==> config.mk <==
export PLATFORM = sky130hd
export DESIGN_NAME = regFile
export DESIGN_NICKNAME = d
export VERILOG_FILES = /design/src/rtl/coreDefs.sv /design/src/rtl/regFile.sv
export SDC_FILE = /design/constraint.sdc
export NUM_CORES = 2
export LEC_CHECK = 0
export BUFFER_PORTS_ARGS = -buffer_cell sky130_fd_sc_hd__buf_2
export CAP_MARGIN = 0
export CORE_MARGIN = 2
export CORE_UTILIZATION = 50
export CTS_BUF_LIST = sky130_fd_sc_hd__clkbuf_4
export DETAILED_ROUTE_END_ITERATION = 8
export MAX_ROUTING_LAYER = met4
export PLACE_DENSITY = 0.63
export SYNTH_ARGS = -nofsm -noshare
export SYNTH_HDL_FRONTEND = slang
export SYNTH_SLANG_ARGS = --single-unit
==> constraint.sdc <==
create_clock -name clk -period 6.7 [get_ports clk]
set_clock_uncertainty 0.15 [all_clocks]
set_input_delay 1.34 -clock clk [delete_from_list [all_inputs] [get_ports clk]]
set_output_delay 1.34 -clock clk [all_outputs]
set_load 0.01 [all_outputs]
==> src/rtl/coreDefs.sv <==
package coreDefs;

    localparam int XLEN = 64;
    localparam logic [XLEN-1:0] RESET_VEC = '0;

    localparam logic [4:0] ALU_ADD      = 5'd0;
    localparam logic [4:0] ALU_SUB      = 5'd1;
    localparam logic [4:0] ALU_XOR      = 5'd2;
    localparam logic [4:0] ALU_OR       = 5'd3;
    localparam logic [4:0] ALU_AND      = 5'd4;
    localparam logic [4:0] ALU_SLL      = 5'd5;
    localparam logic [4:0] ALU_SRL      = 5'd6;
    localparam logic [4:0] ALU_SRA      = 5'd7;
    localparam logic [4:0] ALU_SLT      = 5'd8;
    localparam logic [4:0] ALU_SLTU     = 5'd9;
    localparam logic [4:0] ALU_RETURN_B = 5'd10; // lui passes the immediate
    localparam logic [4:0] ALU_MUL      = 5'd11;
    localparam logic [4:0] ALU_DIV      = 5'd12;
    localparam logic [4:0] ALU_DIVU     = 5'd13;
    localparam logic [4:0] ALU_REM      = 5'd14;
    localparam logic [4:0] ALU_REMU     = 5'd15;
    localparam logic [4:0] ALU_NONE     = 5'd31;

    localparam logic [2:0] WB_ALU  = 3'b000;
    localparam logic [2:0] WB_MEM  = 3'b001;
    localparam logic [2:0] WB_LINK = 3'b010; // pc + 4
    localparam logic [2:0] WB_WORD = 3'b100; // sign extend from bit 31

    localparam logic [6:0] OP_REG    = 7'b0110011;
    localparam logic [6:0] OP_IMM    = 7'b0010011;
    localparam logic [6:0] OP_AUIPC  = 7'b0010111;
    localparam logic [6:0] OP_LOAD   = 7'b0000011;
    localparam logic [6:0] OP_LUI    = 7'b0110111;
    localparam logic [6:0] OP_JAL    = 7'b1101111;
    localparam logic [6:0] OP_STORE  = 7'b0100011;
    localparam logic [6:0] OP_REG32  = 7'b0111011;
    localparam logic [6:0] OP_IMM32  = 7'b0011011;
    localparam logic [6:0] OP_JALR   = 7'b1100111;
    localparam logic [6:0] OP_BRANCH = 7'b1100011;
    localparam logic [6:0] OP_SYSTEM = 7'b1110011;

endpackage

==> src/rtl/regFile.sv <==
`timescale 1ns/1ps

module regFile (
    input  logic                      clk,
    input  logic                      rstN,
    input  logic [4:0]                rs1Addr,
    input  logic [4:0]                rs2Addr,
    input  logic [4:0]                rdAddr,
    input  logic                      rdWen,
    input  logic [coreDefs::XLEN-1:0] rdData,
    output logic [coreDefs::XLEN-1:0] rs1Data,
    output logic [coreDefs::XLEN-1:0] rs2Data
);
    import coreDefs::*;

    logic [XLEN-1:0] regs [32];

    always_ff @(posedge clk or negedge rstN) begin
        if (!rstN) begin
            for (int i = 0; i < 32; i++) begin
                regs[i] <= '0;
            end
        end else if (rdWen && rdAddr != 5'd0) begin
            regs[rdAddr] <= rdData;
        end
    end

    assign rs1Data = regs[rs1Addr]; // x0 never leaves zero
    assign rs2Data = regs[rs2Addr];

    x0StaysZero: assert property (@(posedge clk) disable iff (!rstN)
        rdWen && rdAddr == 5'd0 |=> regs[0] == '0);

endmodule

==> impl_metrics.yaml <==
outcome:
  outcome: "finished, final reports clean"
critical_path:
  critPathMaxFanout: 49
  start_kind: "input pin"
  criticalPathCategory: "input pin to output port"
  worstPathArrival_ns: 4.16
  worst_path_max_delay_cell: "o31ai_1"
  path_buf_inv: 4
  cpPeakStageDelay_ns: 0.59
  cp.required_ns: 5.21
  path_delay_family: "buffers and inverters"
  path_cells: "buf_8, buf_4, buf_4, mux4_2, nand2_1, and3_1, o31ai_1, buf_2"
  end_kind: "output port"
  crit_top_cell: "buf_4"
detailed_routing:
  viasPerCell: 6.63
  wl_per_cell_microns: 33.5
  wl_met2_microns: 160000
  highest_layer: "met4"
  dr.pass1.iters: 5
  routed_wl_microns: 336000
  met1_length_microns: 141000
  dr_wl_met3_microns: 23300
  drc: 0
  drtAntennaViolNets: 0
  drtIter0Drc: 5532
  vias: 66400
clocking:
  cts_tree: "built"
  ctsHoldBuffers: 1
  cts-root-buf: "clkbuf_4"
  numCtsBuffers: 583
  cts_sinks: 2048
  ctsHtreeMaxLevel: 6
  ctsResizeCount: 0
  clk_latency_ns: 1.35
  path_clk_slew_ns: 0.06
  clk_path_buf_depth: 4
  post_cts_buffers: 0
synthesis:
  ys_top_cells_by_area: "dfrtp_1 48%, mux4_2 24%, mux2_2 22%"
  syn_avg_cell_area_sq_um: 16.5
  netlist_area_sq_um: 108000
  synth_edf_count: 0
  synthCells: 6512
  synth_flop_cell: "dfrtp_1"
  synth_nets: 6594
  synth_warnings: 0
  synth_area_leader_cell: "dfrtp_1"
  async_reset_ff_frac: 1.00
  synth_top_area_frac: 0.476
  ys_ff_latch: 2048
  ys_seq_area_frac: 0.476
  ys_types: 30
sta:
  slew_violations: 0
  hold_violations: 0
  fmax_mhz: 177
  grt_setup_unrepaired: "false"
  setup_violations: 0
  fin_tns_setup_ns: 0
  min_period_over_period: 0.843
  tightestPinTransition_ns: 1.38
  slew_headroom: 0.0773
  period_needed_ns: 5.65
layout:
  syn_to_final_growth_pct: 10.6
  top_register: "regs"
  nets: 6851
  fin_util: 0.556
  top_regs: "regs (2048)"
  final_layout_size_suffix_gt1_frac: 0.652
  largest_reg_flops: 2048
global_routing:
  antenna_found_initial: 35
  grt-ovfl-total: 0
  grt_util_all_layers: 0.319
  grt_start_max_net_pins: 180
  first_global_vias: 69900
  grt_pass1_wl_microns: 492000
floorplan:
  die-area_sq_um: 219000
  start_util: 0.502
  die_y_microns: 468
  row_count: 170
  core_area_sq_um: 214000
  die_w_microns: 468
  io_pins: 210
placement:
  io_buffers: 209
  hpwl_microns: 187000
  gp_congestion: 0.797
pwr:
  ir_drop_mv: 0.202
  p_per_area_nw_per_um2: 296
  leakage_nw: 52.1
min_path:
  holdCritPathClass: "register to register"
run:
  maxCapViolations: 0
-- path summary, 6_finish.rpt --
kind                       startpoint           to  slack [ns]  cells after the start
setup / recovery           rs2Addr[0]  rs2Data[49]        1.05                      8
hold / removal             regs[2034]   regs[2034]        0.24                      0
setup reg to reg           regs[1820]   regs[1820]        5.74                      1
hold reg to reg            regs[2034]   regs[2034]        0.24                      0
max in group asynchronous        rstN    regs[279]        4.18                      4
min in group asynchronous        rstN    regs[632]        0.35                      2
-- power breakdown --
part | switching [mW] | internal, mW | total (mW)
Combinational | 2.83 | 4.73 | 7.56
Clock | 5.39 | 5.86 | 11.3
Sequential | 1.73 | 14.7 | 16.4
Total | 9.94 | 25.3 | 35.3
-- placed cells by master, fill, tap and decap left out, drive strengths merged, types with 26 or more instances in the layout --
| cell type | synthesis | layout |
|---|---|---|
| mux2 | 2151 | 2151 |
| dfrtp | 2048 | 2048 |
| nor2 | 27 | 27 |
| mux2i | 144 | 144 |
| mux4 | 1145 | 1145 |
| clkinv | 0 | 92 |
| a221o | 26 | 26 |
| clkbuf | 487 | 836 |
| o22ai | 60 | 60 |
| buf | 286 | 444 |
| a221oi | 34 | 34 |
| diode | 0 | 43 |
-- per-layer routing --
metal  vias to the layer above  global-route usage
met5                         -                   -
met4                         0               0.116
met3                       624              0.0665
met2                      2665               0.482
met1                     36700               0.431
li1                      26400                   -
-- cells by family after synthesis --
| group | share of synthesized area |
|---|---|
| muxes | 0.478 |
| and+or+nand+nor | 0.00445 |
| buffers and inverters | 0.0308 |
| DFF | 0.476 |
| AOI/OAI and AO/OA | 0.0112 |
-- area by class of cell --
type	count	area (sq um)
Fill cell	17300	95300
Multi-Input combinational cell	3690	53400
Sequential cell	2048	51200
Clock buffer	836	6280
Timing Repair Buffer	445	3960
Tap cell	2838	3550
Clock inverter	113	566
Antenna cell	43	108
Inverter	1	6.26
-- synthesized netlist by cell type (4+ instances only) --
cell type,number
and3_1,6
dfrtp_1,2048
nor3_2,4
mux4_2,1145
nand3_1,6
mux2_2,2151
nand2_1,20
clkbuf_1,487
buf_1,36
buf_4,27
a21oi_1,9
nor2_1,27
a22o_1,9
a211o_1,9
nand2b_1,5
buf_6,5
mux2i_1,144
a221oi_1,34
o22ai_1,60
nor2b_1,20
buf_2,218
a221o_1,26
-- stage by stage --
stage / total power, mW / instances / hold slack, ns / worst slack, ns / cell area [sq um]
after floorplan: 21.8 / 6512 / 0.291 / 2.01 / 108000
after detailed placement: 24.2 / 9021 / 0.232 / 1.07 / 112000
final: 35.3 / 10000 / 0.241 / 1.05 / 119000
after global placement: 23.9 / 9021 / 0.227 / 1.08 / 112000
after CTS: 35.5 / 9971 / 0.214 / 1.06 / 119000
after global routing: 37.0 / 10000 / 0.238 / 0.919 / 119000
Note: power is estimated with default switching activity, not from simulation.
