### src/rtl/coreDefs.sv
package coreDefs;

    localparam int XLEN = 64;
    localparam logic [XLEN-1:0] RESET_VEC = '0;

    localparam logic [4:0] ALU_ADD      = 5'd0;
    localparam logic [4:0] ALU_SUB      = 5'd1;
    localparam logic [4:0] ALU_XOR      = 5'd2;
    localparam logic [4:0] ALU_OR       = 5'd3;
    localparam logic [4:0] ALU_AND      = 5'd4;
    localparam logic [4:0] ALU_SLL      = 5'd5;
    localparam logic [4:0] ALU_SRL      = 5'd6;
    localparam logic [4:0] ALU_SRA      = 5'd7;
    localparam logic [4:0] ALU_SLT      = 5'd8;
    localparam logic [4:0] ALU_SLTU     = 5'd9;
    localparam logic [4:0] ALU_RETURN_B = 5'd10; // lui passes the immediate
    localparam logic [4:0] ALU_MUL      = 5'd11;
    localparam logic [4:0] ALU_DIV      = 5'd12;
    localparam logic [4:0] ALU_DIVU     = 5'd13;
    localparam logic [4:0] ALU_REM      = 5'd14;
    localparam logic [4:0] ALU_REMU     = 5'd15;
    localparam logic [4:0] ALU_NONE     = 5'd31;

    localparam logic [2:0] WB_ALU  = 3'b000;
    localparam logic [2:0] WB_MEM  = 3'b001;
    localparam logic [2:0] WB_LINK = 3'b010; // pc + 4
    localparam logic [2:0] WB_WORD = 3'b100; // sign extend from bit 31

    localparam logic [6:0] OP_REG    = 7'b0110011;
    localparam logic [6:0] OP_IMM    = 7'b0010011;
    localparam logic [6:0] OP_AUIPC  = 7'b0010111;
    localparam logic [6:0] OP_LOAD   = 7'b0000011;
    localparam logic [6:0] OP_LUI    = 7'b0110111;
    localparam logic [6:0] OP_JAL    = 7'b1101111;
    localparam logic [6:0] OP_STORE  = 7'b0100011;
    localparam logic [6:0] OP_REG32  = 7'b0111011;
    localparam logic [6:0] OP_IMM32  = 7'b0011011;
    localparam logic [6:0] OP_JALR   = 7'b1100111;
    localparam logic [6:0] OP_BRANCH = 7'b1100011;
    localparam logic [6:0] OP_SYSTEM = 7'b1110011;

endpackage

### src/rtl/memStage.sv
`timescale 1ns/1ps

module memStage (
    input  logic [coreDefs::XLEN-1:0] aluResult,
    input  logic [coreDefs::XLEN-1:0] rs2Data,
    input  logic [7:0]                memoryWriteMask,
    input  logic                      memoryReadEn,
    input  logic                      sext,
    input  logic [3:0]                readNum,
    input  logic                      running,
    input  logic [coreDefs::XLEN-1:0] dataReadData,
    output logic [coreDefs::XLEN-1:0] dataAddr,
    output logic [coreDefs::XLEN-1:0] dataWriteData,
    output logic [7:0]                dataWriteMask,
    output logic                      dataReadEn,
    output logic [coreDefs::XLEN-1:0] loadData
);
    import coreDefs::*;

    logic [2:0]      lane;
    logic [15:0]     wideMask;
    logic [XLEN-1:0] readShifted;

    assign lane     = aluResult[2:0]; // byte within the 8-byte word
    assign dataAddr = aluResult;

    assign wideMask      = {8'b0, memoryWriteMask} << lane;
    assign dataWriteMask = running ? wideMask[7:0] : 8'b0;
    assign dataWriteData = rs2Data << {lane, 3'b000};
    assign dataReadEn    = memoryReadEn & running;

    assign readShifted = dataReadData >> {lane, 3'b000};

    always_comb begin
        case (readNum)
            4'h1:    loadData = {{(XLEN-8){sext & readShifted[7]}}, readShifted[7:0]};
            4'h2:    loadData = {{(XLEN-16){sext & readShifted[15]}}, readShifted[15:0]};
            4'h4:    loadData = {{(XLEN-32){sext & readShifted[31]}}, readShifted[31:0]};
            default: loadData = readShifted;
        endcase
    end

    always_comb begin
        if (running) begin
            readInWord: assert final (!memoryReadEn || {1'b0, lane} + readNum <= 4'd8);
            writeInWord: assert final (wideMask[15:8] == 8'b0);
        end
    end

endmodule

### config.mk
export PLATFORM = sky130hd
export DESIGN_NAME = memStage
export DESIGN_NICKNAME = d
export VERILOG_FILES = /design/src/rtl/coreDefs.sv /design/src/rtl/memStage.sv
export SDC_FILE = /design/constraint.sdc
export NUM_CORES = 1
export LEC_CHECK = 0
export ABC_AREA = 1
export BUFFER_PORTS_ARGS = -buffer_cell sky130_fd_sc_hd__buf_2
export CORE_AREA = 2 2 160 162
export DETAILED_ROUTE_END_ITERATION = 6
export DIE_AREA = 0 0 162 164
export PLACE_DENSITY = 0.51
export RECOVER_POWER = 50
export SETUP_SLACK_MARGIN = 0.05
export SLEW_MARGIN = 10
export SYNTH_ARGS = -nofsm -noshare
export SYNTH_HDL_FRONTEND = slang
export SYNTH_SLANG_ARGS = --single-unit
### constraint.sdc
create_clock -name vclk -period 1.6
set_input_delay 0.32 -clock vclk [all_inputs]
set_output_delay 0.32 -clock vclk [all_outputs]
set_load 0.05 [all_outputs]
==> impl_metrics.tcl <==
set metrics [dict create \
    status "finished with violations" \
    failed_checks "negative setup slack" \
    synth_compound_area_frac 0.151 \
    power_frac_seq 0 \
    fillers 2349 \
    combPwrFrac 1.000 \
    hold_slack_ns 0.640 \
    relSlewSlack 0.649 \
    power_frac_clock 0 \
    avgViaCountPerCell 5.00 \
    first_iter_violations 451 \
    drtAntennaViolNets 0 \
    crit_required_ns 1.28 \
    cts_hold_buf 0 \
    rsz0062_at_grt "yes" \
    coreArea_mm2 0.0248 \
    synth_top_family_by_area "simple AND/OR/NAND/NOR gates" \
    synth_area_leaders "nand2_1 29%, nand3_1 12%, buf_4 11%, o21ai_0 6.4%, nor2_1 6.0%" \
    avgSynthCellArea_um2 4.97 \
    vias 8277 \
    synth_top_cell_by_area "nand2_1" \
    nNetsFinal 1533 \
    max_stage_delay_ns 0.17 \
    rows 58 \
    tightestPinTransition_ns 0.524 \
    setup_tns_ns -25.23 \
    synth-simple-area-share 0.580 \
    ios 408 \
    route.detailed.drc 0 \
    firstDrtPassIters 5 \
    swShare 0.579 \
    grt_max_degree 53 \
    maxSlewViolCount 0 \
    multi_input_area_mm2 0.00642 \
    crit_fanout 15 \
    register_area_um2 0 \
    track_usage 0.234 \
    grt_first_pass_wirelength_um 48600 \
    internal_power_uw 2220 \
    max-vdd-ir-drop_mv 0.280 \
    syn_inst 992 \
    ys_types 34 \
    routed_wl_um 33100 \
    diodes 0 \
    flops_and_latches 0 \
    start_util 0.199 \
    antenna_found_initial 2 \
    path_common_cell "nand2_2" \
    finalHoldViolCount 0 \
    timing.final.crit_share 1.18 \
    die_h_um 164 \
    startpoint_type "input pin" \
    die_w_um 162 \
    synth-xor-area-share 0 \
    nClkBuffers 0 \
    muxShareOfSynthArea 0.0508 \
    cp_data_arrival_time_ns 1.57 \
    switchingPower_uw 3060 \
    min_path_type "in2out" \
    endpoint_kind "output port" \
    finalSetupViolCount 132 \
    synth_top_cell_area_share 0.289 \
    powerDensity_mw_per_mm2 422 \
    synth_fp_nets 1199 \
    port_buffers 286 \
    drive_above_1_share 0.651 \
    crit_slowest_cell "buf_6" \
    syn_area_mm2 0.00493 \
    worst_slack_ns -0.291 \
    p_leak_uw 0.00574 \
    fin_crit_ns 1.89 \
    maxCapViolations 0 \
    grt_overflow_total 0 \
    max_freq_mhz 529 \
    dieArea_mm2 0.0266 \
    grt_pass1_vias 8366 \
    syn_to_final_growth_pct 154 \
    synthAdderAreaFrac 0 \
    yosysSeqAreaShare 0 \
    crit_chain "buf_16 > inv_8 > nand2_2 > nand3_2 > nand2_2 > nand2_4 > nand3_4 > buf_12 > clkbuf_16 > nand4_1 > buf_6" \
    wl_per_cell_um 20.0 \
    dp_hpwl_um 20900 \
    synth_warnings 0 \
    path_class "in2out" \
    place_congestion 0.864 \
]
per-stage QoR:
step	total power [uW]	cells	area, um2	util	setup slack (ns)
floorplan	3110	992	6540	-	-0.281
CTS	5070	1645	11900	0.481	-0.289
finish	5290	1654	12500	0.504	-0.291
global placement	3820	1580	8630	0.348	-0.592
detailed placement	3820	1580	8630	0.348	-0.575
global route	5530	1654	12500	0.504	-0.356
logic make-up after synthesis:
group,Yosys count
buffers and inverters,170
AO/OA/AOI/OAI,139
AND/OR/NAND/NOR,658
multiplexers,25
per-layer routing:
| layer | routed length [um] | track usage | vias up |
|---|---|---|---|
| li1 | - | - | 3930 |
| met1 | 13100 | 0.287 | 3885 |
| met3 | 2170 | 0.0331 | 89 |
| met5 | 0 | 0 | - |
| met2 | 16400 | 0.419 | 373 |
| met4 | 1420 | 0.0784 | 0 |
path summary, 6_finish.rpt:
path | start | to | slack [ns] | cells past startpoint
max | aluResult[0] | loadData[46] | -0.29 | 11
min | aluResult[11] | dataAddr[11] | 0.64 | 0
cell type report:
cell class	instances	area share
Timing Repair Buffer	478	0.438
Inverter	20	0.0117
Tap cell	330	0.0330
Multi-Input combinational cell	822	0.513
Timing Repair inverter	4	0.00440
critical path: cells and delay by family:
family | cells | cell delay [ns]
buffers and inverters | 5 | 0.72
and+or+nand+nor | 6 | 0.51
synth_stat cells (5+ instances only):
cell type	number
or2_2	5
clkbuf_1	13
nand3_1	119
o211ai_1	8
buf_2	42
nand2_1	380
and2_1	6
inv_2	5
nand2_2	15
buf_4	73
buf_6	10
mux2i_1	25
o21ai_0	63
nand4_1	42
o21ai_1	23
a21oi_1	30
inv_1	14
buf_1	10
a31oi_1	8
nor2_1	79
power groups by stage:
stage | logic (uW) | registers [uW] | clock network [uW]
2_1_floorplan | 3110 | 0 | 0
3_3_place_gp | 3820 | 0 | 0
3_5_place_dp | 3820 | 0 | 0
4_1_cts | 5070 | 0 | 0
5_1_grt | 5530 | 0 | 0
6_report | 5290 | 0 | 0
timing repair:
action	in CTS	in global routing
gates resized for setup	573	106
setup endpoints to repair	136	136
pin swaps	82	59
cloned	39	3
buffers inserted	26	8
cells in the final DEF, fill, tap and decap left out, types with 2 or more instances in the layout:
master     count
nand2_1      271
buf_2        143
buf_6        118
buf_4         82
nand2_2       66
nand3_1       58
o21ai_4       56
buf_8         50
nand3_2       49
nor2_4        47
nand2_4       46
nand4_1       42
buf_16        39
buf_12        38
nor2_1        25
a21oi_1       21
nand3_4       16
nand2_8       14
o21ai_2       14
mux2i_4       13
nor2_2        11
inv_1         10
o21ai_1        9
o211ai_1       8
a31oi_4        8
a21oi_2        7
o21ai_0        7
mux2i_1        7
mux2i_2        5
and2_4         5
bufbuf_16      5
inv_8          4
inv_4          4
or2_4          3
clkbuf_16      3
or2_2          2
a21oi_4        2
o22ai_4        2
inv_12         2
(Power assumes the default switching activity.)
