[config.mk]
export PLATFORM = sky130hd
export DESIGN_NAME = instDecoder
export DESIGN_NICKNAME = d
export VERILOG_FILES = /design/src/rtl/coreDefs.sv /design/src/rtl/instDecoder.sv
export SDC_FILE = /design/constraint.sdc
export NUM_CORES = 1
export LEC_CHECK = 0
export BUFFER_PORTS_ARGS = -buffer_cell sky130_fd_sc_hd__buf_2
export CORE_AREA = 10 10 96 98
export DETAILED_ROUTE_END_ITERATION = 8
export DIE_AREA = 0 0 106 108
export GPL_TIMING_DRIVEN = 1
export PLACE_DENSITY = 0.86
export SYNTH_ARGS = -nofsm -noshare
export SYNTH_HDL_FRONTEND = slang
export SYNTH_SLANG_ARGS = --single-unit
[constraint.sdc]
create_clock -name vclk -period 3.9
set_input_delay 0.39 -clock vclk [all_inputs]
set_output_delay 0.39 -clock vclk [all_outputs]
set_load 0.005 [all_outputs]
[src/rtl/coreDefs.sv]
package coreDefs;

    localparam int XLEN = 64;
    localparam logic [XLEN-1:0] RESET_VEC = '0;

    localparam logic [4:0] ALU_ADD      = 5'd0;
    localparam logic [4:0] ALU_SUB      = 5'd1;
    localparam logic [4:0] ALU_XOR      = 5'd2;
    localparam logic [4:0] ALU_OR       = 5'd3;
    localparam logic [4:0] ALU_AND      = 5'd4;
    localparam logic [4:0] ALU_SLL      = 5'd5;
    localparam logic [4:0] ALU_SRL      = 5'd6;
    localparam logic [4:0] ALU_SRA      = 5'd7;
    localparam logic [4:0] ALU_SLT      = 5'd8;
    localparam logic [4:0] ALU_SLTU     = 5'd9;
    localparam logic [4:0] ALU_RETURN_B = 5'd10; // lui passes the immediate
    localparam logic [4:0] ALU_MUL      = 5'd11;
    localparam logic [4:0] ALU_DIV      = 5'd12;
    localparam logic [4:0] ALU_DIVU     = 5'd13;
    localparam logic [4:0] ALU_REM      = 5'd14;
    localparam logic [4:0] ALU_REMU     = 5'd15;
    localparam logic [4:0] ALU_NONE     = 5'd31;

    localparam logic [2:0] WB_ALU  = 3'b000;
    localparam logic [2:0] WB_MEM  = 3'b001;
    localparam logic [2:0] WB_LINK = 3'b010; // pc + 4
    localparam logic [2:0] WB_WORD = 3'b100; // sign extend from bit 31

    localparam logic [6:0] OP_REG    = 7'b0110011;
    localparam logic [6:0] OP_IMM    = 7'b0010011;
    localparam logic [6:0] OP_AUIPC  = 7'b0010111;
    localparam logic [6:0] OP_LOAD   = 7'b0000011;
    localparam logic [6:0] OP_LUI    = 7'b0110111;
    localparam logic [6:0] OP_JAL    = 7'b1101111;
    localparam logic [6:0] OP_STORE  = 7'b0100011;
    localparam logic [6:0] OP_REG32  = 7'b0111011;
    localparam logic [6:0] OP_IMM32  = 7'b0011011;
    localparam logic [6:0] OP_JALR   = 7'b1100111;
    localparam logic [6:0] OP_BRANCH = 7'b1100011;
    localparam logic [6:0] OP_SYSTEM = 7'b1110011;

endpackage

[src/rtl/instDecoder.sv]
`timescale 1ns/1ps

module instDecoder (
    input  logic [31:0]               inst,
    input  logic [coreDefs::XLEN-1:0] rs1Data,
    input  logic [coreDefs::XLEN-1:0] rs2Data,
    output logic [4:0]                aluOperate,
    output logic                      selA,
    output logic                      selB,
    output logic [7:0]                memoryWriteMask,
    output logic                      writeRd,
    output logic                      pcSel,
    output logic                      npcOp,
    output logic [2:0]                wbSelect,
    output logic                      memoryReadEn,
    output logic                      sext,
    output logic [3:0]                readNum,
    output logic [coreDefs::XLEN-1:0] imm,
    output logic [4:0]                rs1Addr,
    output logic [4:0]                rs2Addr,
    output logic [4:0]                rdAddr,
    output logic                      isEbreak
);
    import coreDefs::*;

    logic [6:0]      opCode;
    logic [6:0]      funct7;
    logic [2:0]      funct3;
    logic [XLEN-1:0] iImm;
    logic [XLEN-1:0] sImm;
    logic [XLEN-1:0] bImm;
    logic [XLEN-1:0] uImm;
    logic [XLEN-1:0] jImm;

    // shared by register and immediate forms, alt is inst[30]
    function automatic logic [4:0] baseAluOp(input logic [2:0] f3, input logic alt,
                                             input logic subAllowed);
        logic [4:0] op;
        case (f3)
            3'b000:  op = (alt && subAllowed) ? ALU_SUB : ALU_ADD;
            3'b001:  op = ALU_SLL;
            3'b010:  op = ALU_SLT;
            3'b011:  op = ALU_SLTU;
            3'b100:  op = ALU_XOR;
            3'b101:  op = alt ? ALU_SRA : ALU_SRL;
            3'b110:  op = ALU_OR;
            default: op = ALU_AND;
        endcase
        return op;
    endfunction

    assign opCode  = inst[6:0];
    assign funct7  = inst[31:25];
    assign funct3  = inst[14:12];
    assign rs1Addr = inst[19:15];
    assign rs2Addr = inst[24:20];
    assign rdAddr  = inst[11:7];

    assign iImm = {{52{inst[31]}}, inst[31:20]};
    assign sImm = {{52{inst[31]}}, inst[31:25], inst[11:7]};
    assign bImm = {{52{inst[31]}}, inst[7], inst[30:25], inst[11:8], 1'b0};
    assign uImm = {{32{inst[31]}}, inst[31:12], 12'b0};
    assign jImm = {{44{inst[31]}}, inst[19:12], inst[20], inst[30:21], 1'b0};

    assign isEbreak = opCode == OP_SYSTEM && funct3 == 3'b000 && iImm == 'd1;

    always_comb begin
        aluOperate      = ALU_NONE;
        selA            = 1'b1;
        selB            = 1'b0;
        memoryWriteMask = 8'b0;
        writeRd         = 1'b0;
        pcSel           = 1'b0;
        npcOp           = 1'b0;
        wbSelect        = WB_ALU;
        memoryReadEn    = 1'b0;
        sext            = 1'b1;
        readNum         = 4'h8;
        imm             = iImm;
        case (opCode)
            OP_REG, OP_REG32: begin
                selB    = 1'b1;
                writeRd = 1'b1;
                if (opCode == OP_REG32) begin
                    wbSelect = WB_WORD;
                end
                if (funct7 == 7'b0000001) begin
                    case (funct3)
                        3'b000:  aluOperate = ALU_MUL;
                        3'b100:  aluOperate = ALU_DIV;
                        3'b101:  aluOperate = ALU_DIVU;
                        3'b110:  aluOperate = ALU_REM;
                        3'b111:  aluOperate = ALU_REMU;
                        default: aluOperate = ALU_NONE; // mulh family
                    endcase
                end else begin
                    aluOperate = baseAluOp(funct3, inst[30], 1'b1);
                end
            end
            OP_IMM, OP_IMM32: begin
                writeRd    = 1'b1;
                aluOperate = baseAluOp(funct3, inst[30], 1'b0);
                if (opCode == OP_IMM32) begin
                    wbSelect = WB_WORD;
                end
            end
            OP_AUIPC: begin
                selA       = 1'b0; // pc + imm
                writeRd    = 1'b1;
                aluOperate = ALU_ADD;
                imm        = uImm;
            end
            OP_LUI: begin
                writeRd    = 1'b1;
                aluOperate = ALU_RETURN_B;
                imm        = uImm;
            end
            OP_LOAD: begin
                writeRd      = 1'b1;
                wbSelect     = WB_MEM;
                memoryReadEn = 1'b1;
                aluOperate   = ALU_ADD;
                sext         = ~funct3[2];
                readNum      = 4'h1 << funct3[1:0];
            end
            OP_STORE: begin
                aluOperate = ALU_ADD;
                imm        = sImm;
                case (funct3)
                    3'b000:  memoryWriteMask = 8'b0000_0001;
                    3'b001:  memoryWriteMask = 8'b0000_0011;
                    3'b010:  memoryWriteMask = 8'b0000_1111;
                    3'b011:  memoryWriteMask = 8'b1111_1111;
                    default: memoryWriteMask = 8'b0;
                endcase
            end
            OP_JAL: begin
                writeRd  = 1'b1;
                npcOp    = 1'b1;
                wbSelect = WB_LINK;
                imm      = jImm;
            end
            OP_JALR: begin
                writeRd  = 1'b1;
                npcOp    = 1'b1;
                pcSel    = 1'b1; // rs1 based target
                wbSelect = WB_LINK;
            end
            OP_BRANCH: begin
                imm = bImm;
                case (funct3)
                    3'b000:  npcOp = rs1Data == rs2Data;
                    3'b001:  npcOp = rs1Data != rs2Data;
                    3'b100:  npcOp = $signed(rs1Data) < $signed(rs2Data);
                    3'b101:  npcOp = $signed(rs1Data) >= $signed(rs2Data);
                    3'b110:  npcOp = rs1Data < rs2Data;
                    3'b111:  npcOp = rs1Data >= rs2Data;
                    default: npcOp = 1'b0;
                endcase
            end
            default: ; // system and unknown opcodes write nothing
        endcase
    end

endmodule

==> impl_metrics.env, run 1 <==
export IMPL_via_per_inst=4.96
export IMPL_hold_path_depth=2
export IMPL_synth_cell_types=47
export IMPL_worstPathArrival_ns=2.87
export IMPL_synth_nets=653
export IMPL_synth_avg_cell_area_um2=6.60
export IMPL_cpMaxStageDelayCell="a2111oi_1"
export IMPL_cp_required_ns=3.51
export IMPL_antenna_found_initial=1
export IMPL_yosysWarnings=0
export IMPL_synthCells=429
export IMPL_hold_viol_final=0
export IMPL_die_area_mm2=0.0114
export IMPL_n_fill_cell=768
export IMPL_grt_pass1_vias=3833
export IMPL_period_needed_ns=3.26
export IMPL_status="completed"
export IMPL_rows=32
export IMPL_peakVddDrop_v=0.0000492
export IMPL_critical_path_class="in2out"
export IMPL_clock_buffers=0
export IMPL_final_cell_mix="buf_2 (267), inv_1 (74), ha_1 (64)"
export IMPL_nets=864
export IMPL_hold_path_class="in2out"
export IMPL_cp_common_cell="buf_2"
export IMPL_grt_use_total=0.192
export IMPL_crit_path_start_kind="input port"
export IMPL_grt_pass1_wl_um=18600
export IMPL_die_width_um=106
export IMPL_powerDensity_mw_per_mm2=92.3
export IMPL_cp_top_family="compound AO/OA/AOI/OAI gates"
export IMPL_worst_path_buf_inv=2
export IMPL_gp_congestion=0.940
export IMPL_wl_um=12100
export IMPL_core_area_mm2=0.00745
export IMPL_syn_to_final_growth_pct=37.5
export IMPL_finalCritPeriodShare=0.837
export IMPL_fp_dieH_um=108
export IMPL_cts_setup_buffers=0
export IMPL_drv_slew=0
export IMPL_overflow=0
export IMPL_nFlopsAndLatches=0
export IMPL_io_pins=267
export IMPL_cellLeakagePower_uw=0.00254
export IMPL_critPathMaxStageDelay_ns=0.48
export IMPL_drc=0
export IMPL_firstDrtPassIters=4
export IMPL_crit_path_end_kind="primary output"
export IMPL_synth_seq_area_share=0
export IMPL_cts_hold_buffers=0
export IMPL_slew_headroom=0.511
export IMPL_setup_tns_ns=0
export IMPL_cts_resized_gates=0
export IMPL_layout_commonest_cell="buf_2"
export IMPL_drive_above_1_share=0.436
export IMPL_cap_violations=0
export IMPL_worstMarginPinSlew_ns=0.731
export IMPL_setup_viol_count_final=0
export IMPL_syn_area_mm2=0.00283
export IMPL_initial_core_util=0.380
export IMPL_vias=3673
export IMPL_dp_hpwl_um=11300
export IMPL_cp_max_fo=4
export IMPL_rsz0062_at_grt="false"
export IMPL_utilization=0.523
export IMPL_cp_cell_sequence="buf_2 -> ha_1 -> nand4_1 -> nor3_1 -> a221o_1 -> a2111oi_1 -> o211ai_2 -> a2111oi_2 -> o22a_1 -> buf_2"
export IMPL_port_buffer_count=267
export IMPL_fmax_mhz=306
export IMPL_ant_nets=0
export IMPL_regArea_um2=0
export IMPL_routedWlPerCell_um=16.4
export IMPL_drtIter0Drc=110
export IMPL_grt_max_degree=36
export IMPL_worst_hold_slack_ns=0.967
export IMPL_critical_path_depth=10
-- layout make-up --
cell class / instances / area [um^2] / area share
antenna: 1 / 2.50 / 0.000643
tap: 102 / 128 / 0.0328
multi-input combinational: 295 / 2130 / 0.548
timing repair buffer: 269 / 1350 / 0.347
inverter: 74 / 278 / 0.0714
-- per-stage QoR --
| stage | std cells | cell area [um^2] | total power, uW | worst slack [ns] |
|---|---|---|---|---|
| detailed placement | 740 | 3890 | 360 | 0.619 |
| global placement | 740 | 3890 | 349 | 0.688 |
| finish | 741 | 3890 | 359 | 0.636 |
| CTS | 740 | 3890 | 363 | 0.603 |
| global route | 741 | 3890 | 411 | 0.367 |
| floorplan | 429 | 2830 | 207 | 1.07 |
-- Yosys cell counts (5+ instances only) --
library cell / count / area share
inv_1: 74 / 0.098
ha_1: 64 / 0.28
buf_4: 52 / 0.14
nand2_1: 47 / 0.062
a21oi_1: 30 / 0.053
a21o_1: 21 / 0.056
nor2_1: 20 / 0.027
nand4_1: 15 / 0.033
o21ai_0: 14 / 0.025
nand3_1: 13 / 0.023
nor3_1: 9 / 0.016
and2_1: 8 / 0.018
clkbuf_1: 6 / 0.0080
and3_1: 5 / 0.011
nor2b_1: 5 / 0.011
-- final timing paths --
kind	endpoint	start	slack (ns)
setup / recovery	npcOp	rs1Data[42]	0.64
hold / removal	rdAddr[1]	inst[8]	0.97
-- power by group --
part | total, uW | switching, uW | leakage, uW | internal (uW)
combinational | 359 | 184 | 0.00254 | 175
sequential | 0 | 0 | 0 | 0
clock | 0.0000343 | 0 | 0.00000000634 | 0.0000343
total | 359 | 184 | 0.00254 | 175
-- layer usage --
metal / vias to the layer above / part of all wire / track usage
met5: - / 0 / 0
met4: 0 / 0.016 / 0.0300
met3: 14 / 0.097 / 0.0607
met2: 174 / 0.54 / 0.398
met1: 1635 / 0.34 / 0.181
li1: 1850 / - / -
-- cell families (layout without fill, tap and decap cells) --
kind of cell	count (synthesis)	in the layout	share of synthesized area
fa+ha+maj	64	64	0.283
compound gates	88	88	0.202
xor+xnor	1	1	0.00310
buf+inv	134	343	0.247
other cells	0	1	0
mux	1	1	0.00354
simple gates	141	141	0.261
No activity file was read; power rests on OpenSTA's default activity.
==> inputs of run 2 (changes only) <==
CORE_AREA = unset   (was 10 10 96 98)
CORE_MARGIN = 10   (was unset)
CORE_UTILIZATION = 39   (was unset)
DIE_AREA = unset   (was 0 0 106 108)
PLACE_DENSITY = 0.87   (was 0.86)
clock period = 3.2 ns   (was 3.9 ns; I/O delays follow)
==> run 2 against run 1 <==
Effect of this change:
- critical path depth increased by 2
- combinational power increased by 25%
- final cell count decreased by 0.40%
- sequential cell count unchanged
- non-clock buffer count increased by 4
- critical endpoint unchanged
- largest power group unchanged
==> impl_metrics.env, run 2 (synthesized netlist as in run 1, its figures left out) <==
export IMPL_worst_hold_slack_ns=0.829
export IMPL_period_needed_ns=3.05
export IMPL_rows=30
export IMPL_initial_core_util=0.410
export IMPL_drv_slew=0
export IMPL_antenna_found_initial=0
export IMPL_regArea_um2=0
export IMPL_core_area_mm2=0.00691
export IMPL_drtIter0Drc=128
export IMPL_overflow=0
export IMPL_totalPowerFinal_uw=448
export IMPL_fmax_mhz=328
export IMPL_cp_required_ns=2.88
export IMPL_firstDrtPassIters=4
export IMPL_nFlopsAndLatches=0
export IMPL_powerDensity_mw_per_mm2=114
export IMPL_routedWlPerCell_um=16.5
export IMPL_drc=0
export IMPL_drive_above_1_share=0.444
export IMPL_peakVddDrop_v=0.0000611
export IMPL_n_fill_cell=675
export IMPL_cts_hold_buffers=0
export IMPL_cellLeakagePower_uw=0.00256
export IMPL_cp_max_fo=4
export IMPL_status="completed"
export IMPL_vias=3716
export IMPL_die_area_mm2=0.0111
export IMPL_dp_hpwl_um=11400
export IMPL_setup_viol_count_final=0
export IMPL_antennaDiodeCount=0
export IMPL_cp_common_cell="buf_2"
export IMPL_worst_path_buf_inv=2
export IMPL_finalCritPeriodShare=0.953
export IMPL_wl_um=12200
export IMPL_grt_use_total=0.196
export IMPL_ant_nets=0
export IMPL_slew_headroom=0.557
export IMPL_hold_viol_final=0
export IMPL_multi_input_area_mm2=0.00217
export IMPL_die_width_um=105
export IMPL_pre_cts_ws_ns=0.0858
export IMPL_clock_buffers=0
export IMPL_crit_path_end_kind="primary output"
export IMPL_nets=868
export IMPL_cap_violations=0
export IMPL_crit_path_start_kind="input port"
export IMPL_critical_path_class="in2out"
export IMPL_setup_tns_ns=0
export IMPL_critPathMaxStageDelay_ns=0.48
export IMPL_gp_congestion=0.868
export IMPL_io_pins=267
export IMPL_cpMaxStageDelayCell="or4_4"
export IMPL_hold_path_class="in2out"
export IMPL_fp_dieH_um=105
export IMPL_worst_slack_ns=0.150
export IMPL_worstPathArrival_ns=2.73
export IMPL_grt_pass1_wl_um=18600
export IMPL_via_per_inst=5.04
export IMPL_cp_top_family="simple AND/OR/NAND/NOR gates"
export IMPL_syn_to_final_growth_pct=39.4
export IMPL_grt_pass1_vias=3815
export IMPL_worstMarginPinSlew_ns=0.662
export IMPL_cp_cell_sequence="buf_2 -> ha_1 -> and4_1 -> nand2_1 -> nor3_4 -> nand3_2 -> or4_4 -> a21oi_2 -> nor2_1 -> a2111oi_2 -> o22a_1 -> buf_2"
export IMPL_final_cell_mix="buf_2 (267), inv_1 (74), ha_1 (63)"
export IMPL_grt_max_degree=36
export IMPL_layout_commonest_cell="buf_2"
export IMPL_port_buffer_count=267
-- run 2: final timing paths --
kind                        start   endpoint  slack, ns  cells after the start
worst min-delay path     inst[10]  rdAddr[3]       0.83                      2
worst max-delay path  rs1Data[55]      npcOp       0.15                     12
-- run 2: timing repair --
item,4_1_cts,5_1_grt
setup buffers,0,3
resized for setup,0,4
setup endpoints to repair,0,1
-- run 2: final cells by class --
class / instances / share of cell area
Tap cell: 96 / 0.0304
Inverter: 74 / 0.0704
Multi-Input combinational cell: 295 / 0.549
Timing Repair Buffer: 273 / 0.350
-- run 2: power breakdown --
group | leakage, uW | switching, uW | internal [uW]
Sequential | 0 | 0 | 0
Combinational | 0.00256 | 228 | 221
Clock | 0 | 0 | 0
-- run 2: metal layers --
layer	share of wire	track usage	up-vias
met5	0	0	-
met4	0.023	0.0422	0
met3	0.082	0.0541	18
met2	0.53	0.397	174
met1	0.36	0.189	1675
li1	-	-	1849
-- run 2: metrics by stage --
step / utilization / instance area (um^2) / instances
2_1_floorplan: - / 2830 / 429
3_3_place_gp: 0.563 / 3890 / 735
3_5_place_dp: 0.563 / 3890 / 735
4_1_cts: 0.563 / 3890 / 735
5_1_grt: 0.571 / 3950 / 738
6_report: 0.571 / 3950 / 738
==> inputs of run 3 (changes only) <==
CORE_ASPECT_RATIO = 1.75   (was unset)
==> run 3 against run 2 <==
Effect of this change:
- the flow now finishes with violations (negative setup slack)
- non-clock buffer count up 9
- sequential share of layout area unchanged
- combinational power rose by 15%
- wire length up 20%
- final area up 6.1%
- final cell count is 0.14% lower
- count of clock-buffer cells in the layout did not move
- worst setup slack got worse by 0.20 ns
- largest cell class unchanged
- die area rose by 1.2%
==> impl_metrics.env, run 3 (synthesized netlist as in run 1, its figures left out) <==
export IMPL_status="finished with violations"
export IMPL_failed_checks="negative setup slack"
export IMPL_cellLeakagePower_uw=0.00262
export IMPL_crit_path_start_kind="input port"
export IMPL_finalCritPeriodShare=1.01
export IMPL_final_cell_mix="buf_2 (258), inv_1 (67), ha_1 (55)"
export IMPL_drtIter0Drc=158
export IMPL_drc=0
export IMPL_slew_headroom=0.541
export IMPL_grt_pass1_vias=4498
export IMPL_dr_wl_met2_um=7370
export IMPL_crit_path_start="rs2Data[37]"
export IMPL_worstMarginPinSlew_ns=0.687
export IMPL_cap_violations=0
export IMPL_peakVddDrop_v=0.0000675
export IMPL_gp_congestion=0.902
export IMPL_fin_cells=737
export IMPL_die_area_mm2=0.0112
export IMPL_overflow=0
export IMPL_cp_required_ns=2.88
export IMPL_setup_viol_count_final=1
export IMPL_die_width_um=84.4
export IMPL_clock_buffers=0
export IMPL_io_pins=267
export IMPL_placed_cells=727
export IMPL_dp_hpwl_um=11900
export IMPL_port_buffer_count=267
export IMPL_wl_met3_um=1920
export IMPL_drv_slew=0
export IMPL_core_area_mm2=0.00713
export IMPL_grt_pass1_wl_um=21700
export IMPL_fmax_mhz=308
export IMPL_hold_path_class="in2out"
export IMPL_syn_to_final_growth_pct=47.8
export IMPL_critical_path_class="in2out"
export IMPL_post_dp_cell_area_mm2=0.00389
export IMPL_nets=877
export IMPL_regArea_um2=0
export IMPL_multi_input_area_mm2=0.00229
export IMPL_highest_layer="met4"
export IMPL_worstPathArrival_ns=2.93
export IMPL_vias=4097
export IMPL_crit_path_end_kind="primary output"
export IMPL_routedWlPerCell_um=19.9
export IMPL_grt_max_degree=36
export IMPL_powerDensity_mw_per_mm2=123
export IMPL_via_per_inst=5.56
export IMPL_wl_met1_um=4590
export IMPL_hold_viol_final=0
export IMPL_grt_use_total=0.231
export IMPL_rows=41
export IMPL_n_fill_cell=612
export IMPL_wl_um=14700
export IMPL_cp_max_fo=4
export IMPL_period_needed_ns=3.25
export IMPL_holdCritStartpoint="inst[9]"
export IMPL_firstDrtPassIters=5
export IMPL_antenna_found_initial=0
export IMPL_ant_nets=0
export IMPL_fp_dieH_um=133
export IMPL_nFlopsAndLatches=0
export IMPL_drive_above_1_share=0.484
export IMPL_worst_slack_ns=-0.0480
export IMPL_postLayoutCellArea_mm2=0.00418
export IMPL_utilization=0.587
export IMPL_layout_commonest_cell="buf_2"
export IMPL_initial_core_util=0.397
export IMPL_antennaDiodeCount=0
-- run 3: cell count changes in the layout (fill, tap and decap cells not counted), sizes merged --
cell,previous run,this run
buf,273,282
-- run 3: power breakdown --
part	internal [uW]	total, uW	switching [uW]
sequential	0	0	0
clock	0	0	0
combinational	249	514	264
-- run 3: layout make-up --
type | instances | share of cell area
Timing Repair Buffer | 282 | 0.360
Tap cell | 86 | 0.0257
Inverter | 74 | 0.0664
Multi-Input combinational cell | 295 | 0.548
-- run 3: through the flow --
step                      setup slack (ns)  hold slack (ns)  TNS, ns  power (uW)
after CTS                          0.00150            0.827        0         483
after floorplan                      0.511            0.671        0         252
after global placement              -0.116            0.826   -0.116         426
after detailed placement            -0.196            0.827   -0.196         448
final                              -0.0480            0.825  -0.0480         514
after global routing                -0.129            0.834   -0.129         567
-- run 3: repair_timing --
item                       in CTS  in global routing
setup endpoints to repair       1                  1
hold buffers                    0                  0
pin swaps                      22                 12
setup buffers                   6                  4
gates resized for setup        28                  8
-- run 3: path summary, 6_finish.rpt --
path                     to  slack [ns]  depth (start not counted)
hold / removal    rdAddr[2]        0.82                          2
setup / recovery      npcOp       -0.05                         14
-- run 3: per-layer routing --
| metal | GRT usage | up-vias |
|---|---|---|
| li1 | - | 1875 |
| met1 | 0.192 | 1825 |
| met2 | 0.445 | 321 |
| met3 | 0.102 | 76 |
| met4 | 0.103 | 0 |
| met5 | 0 | - |
-- run 3: worst max-delay path, cell delays in order --
cell       delay, ns
buf_2           0.09
inv_1           0.04
ha_1            0.32
a21oi_1         0.24
o21ai_1         0.13
a221oi_2        0.33
nor3b_2         0.11
a2111oi_4       0.32
o211ai_2        0.21
buf_4           0.18
xnor2_1         0.12
a21oi_1         0.18
o22a_1          0.20
buf_2           0.14
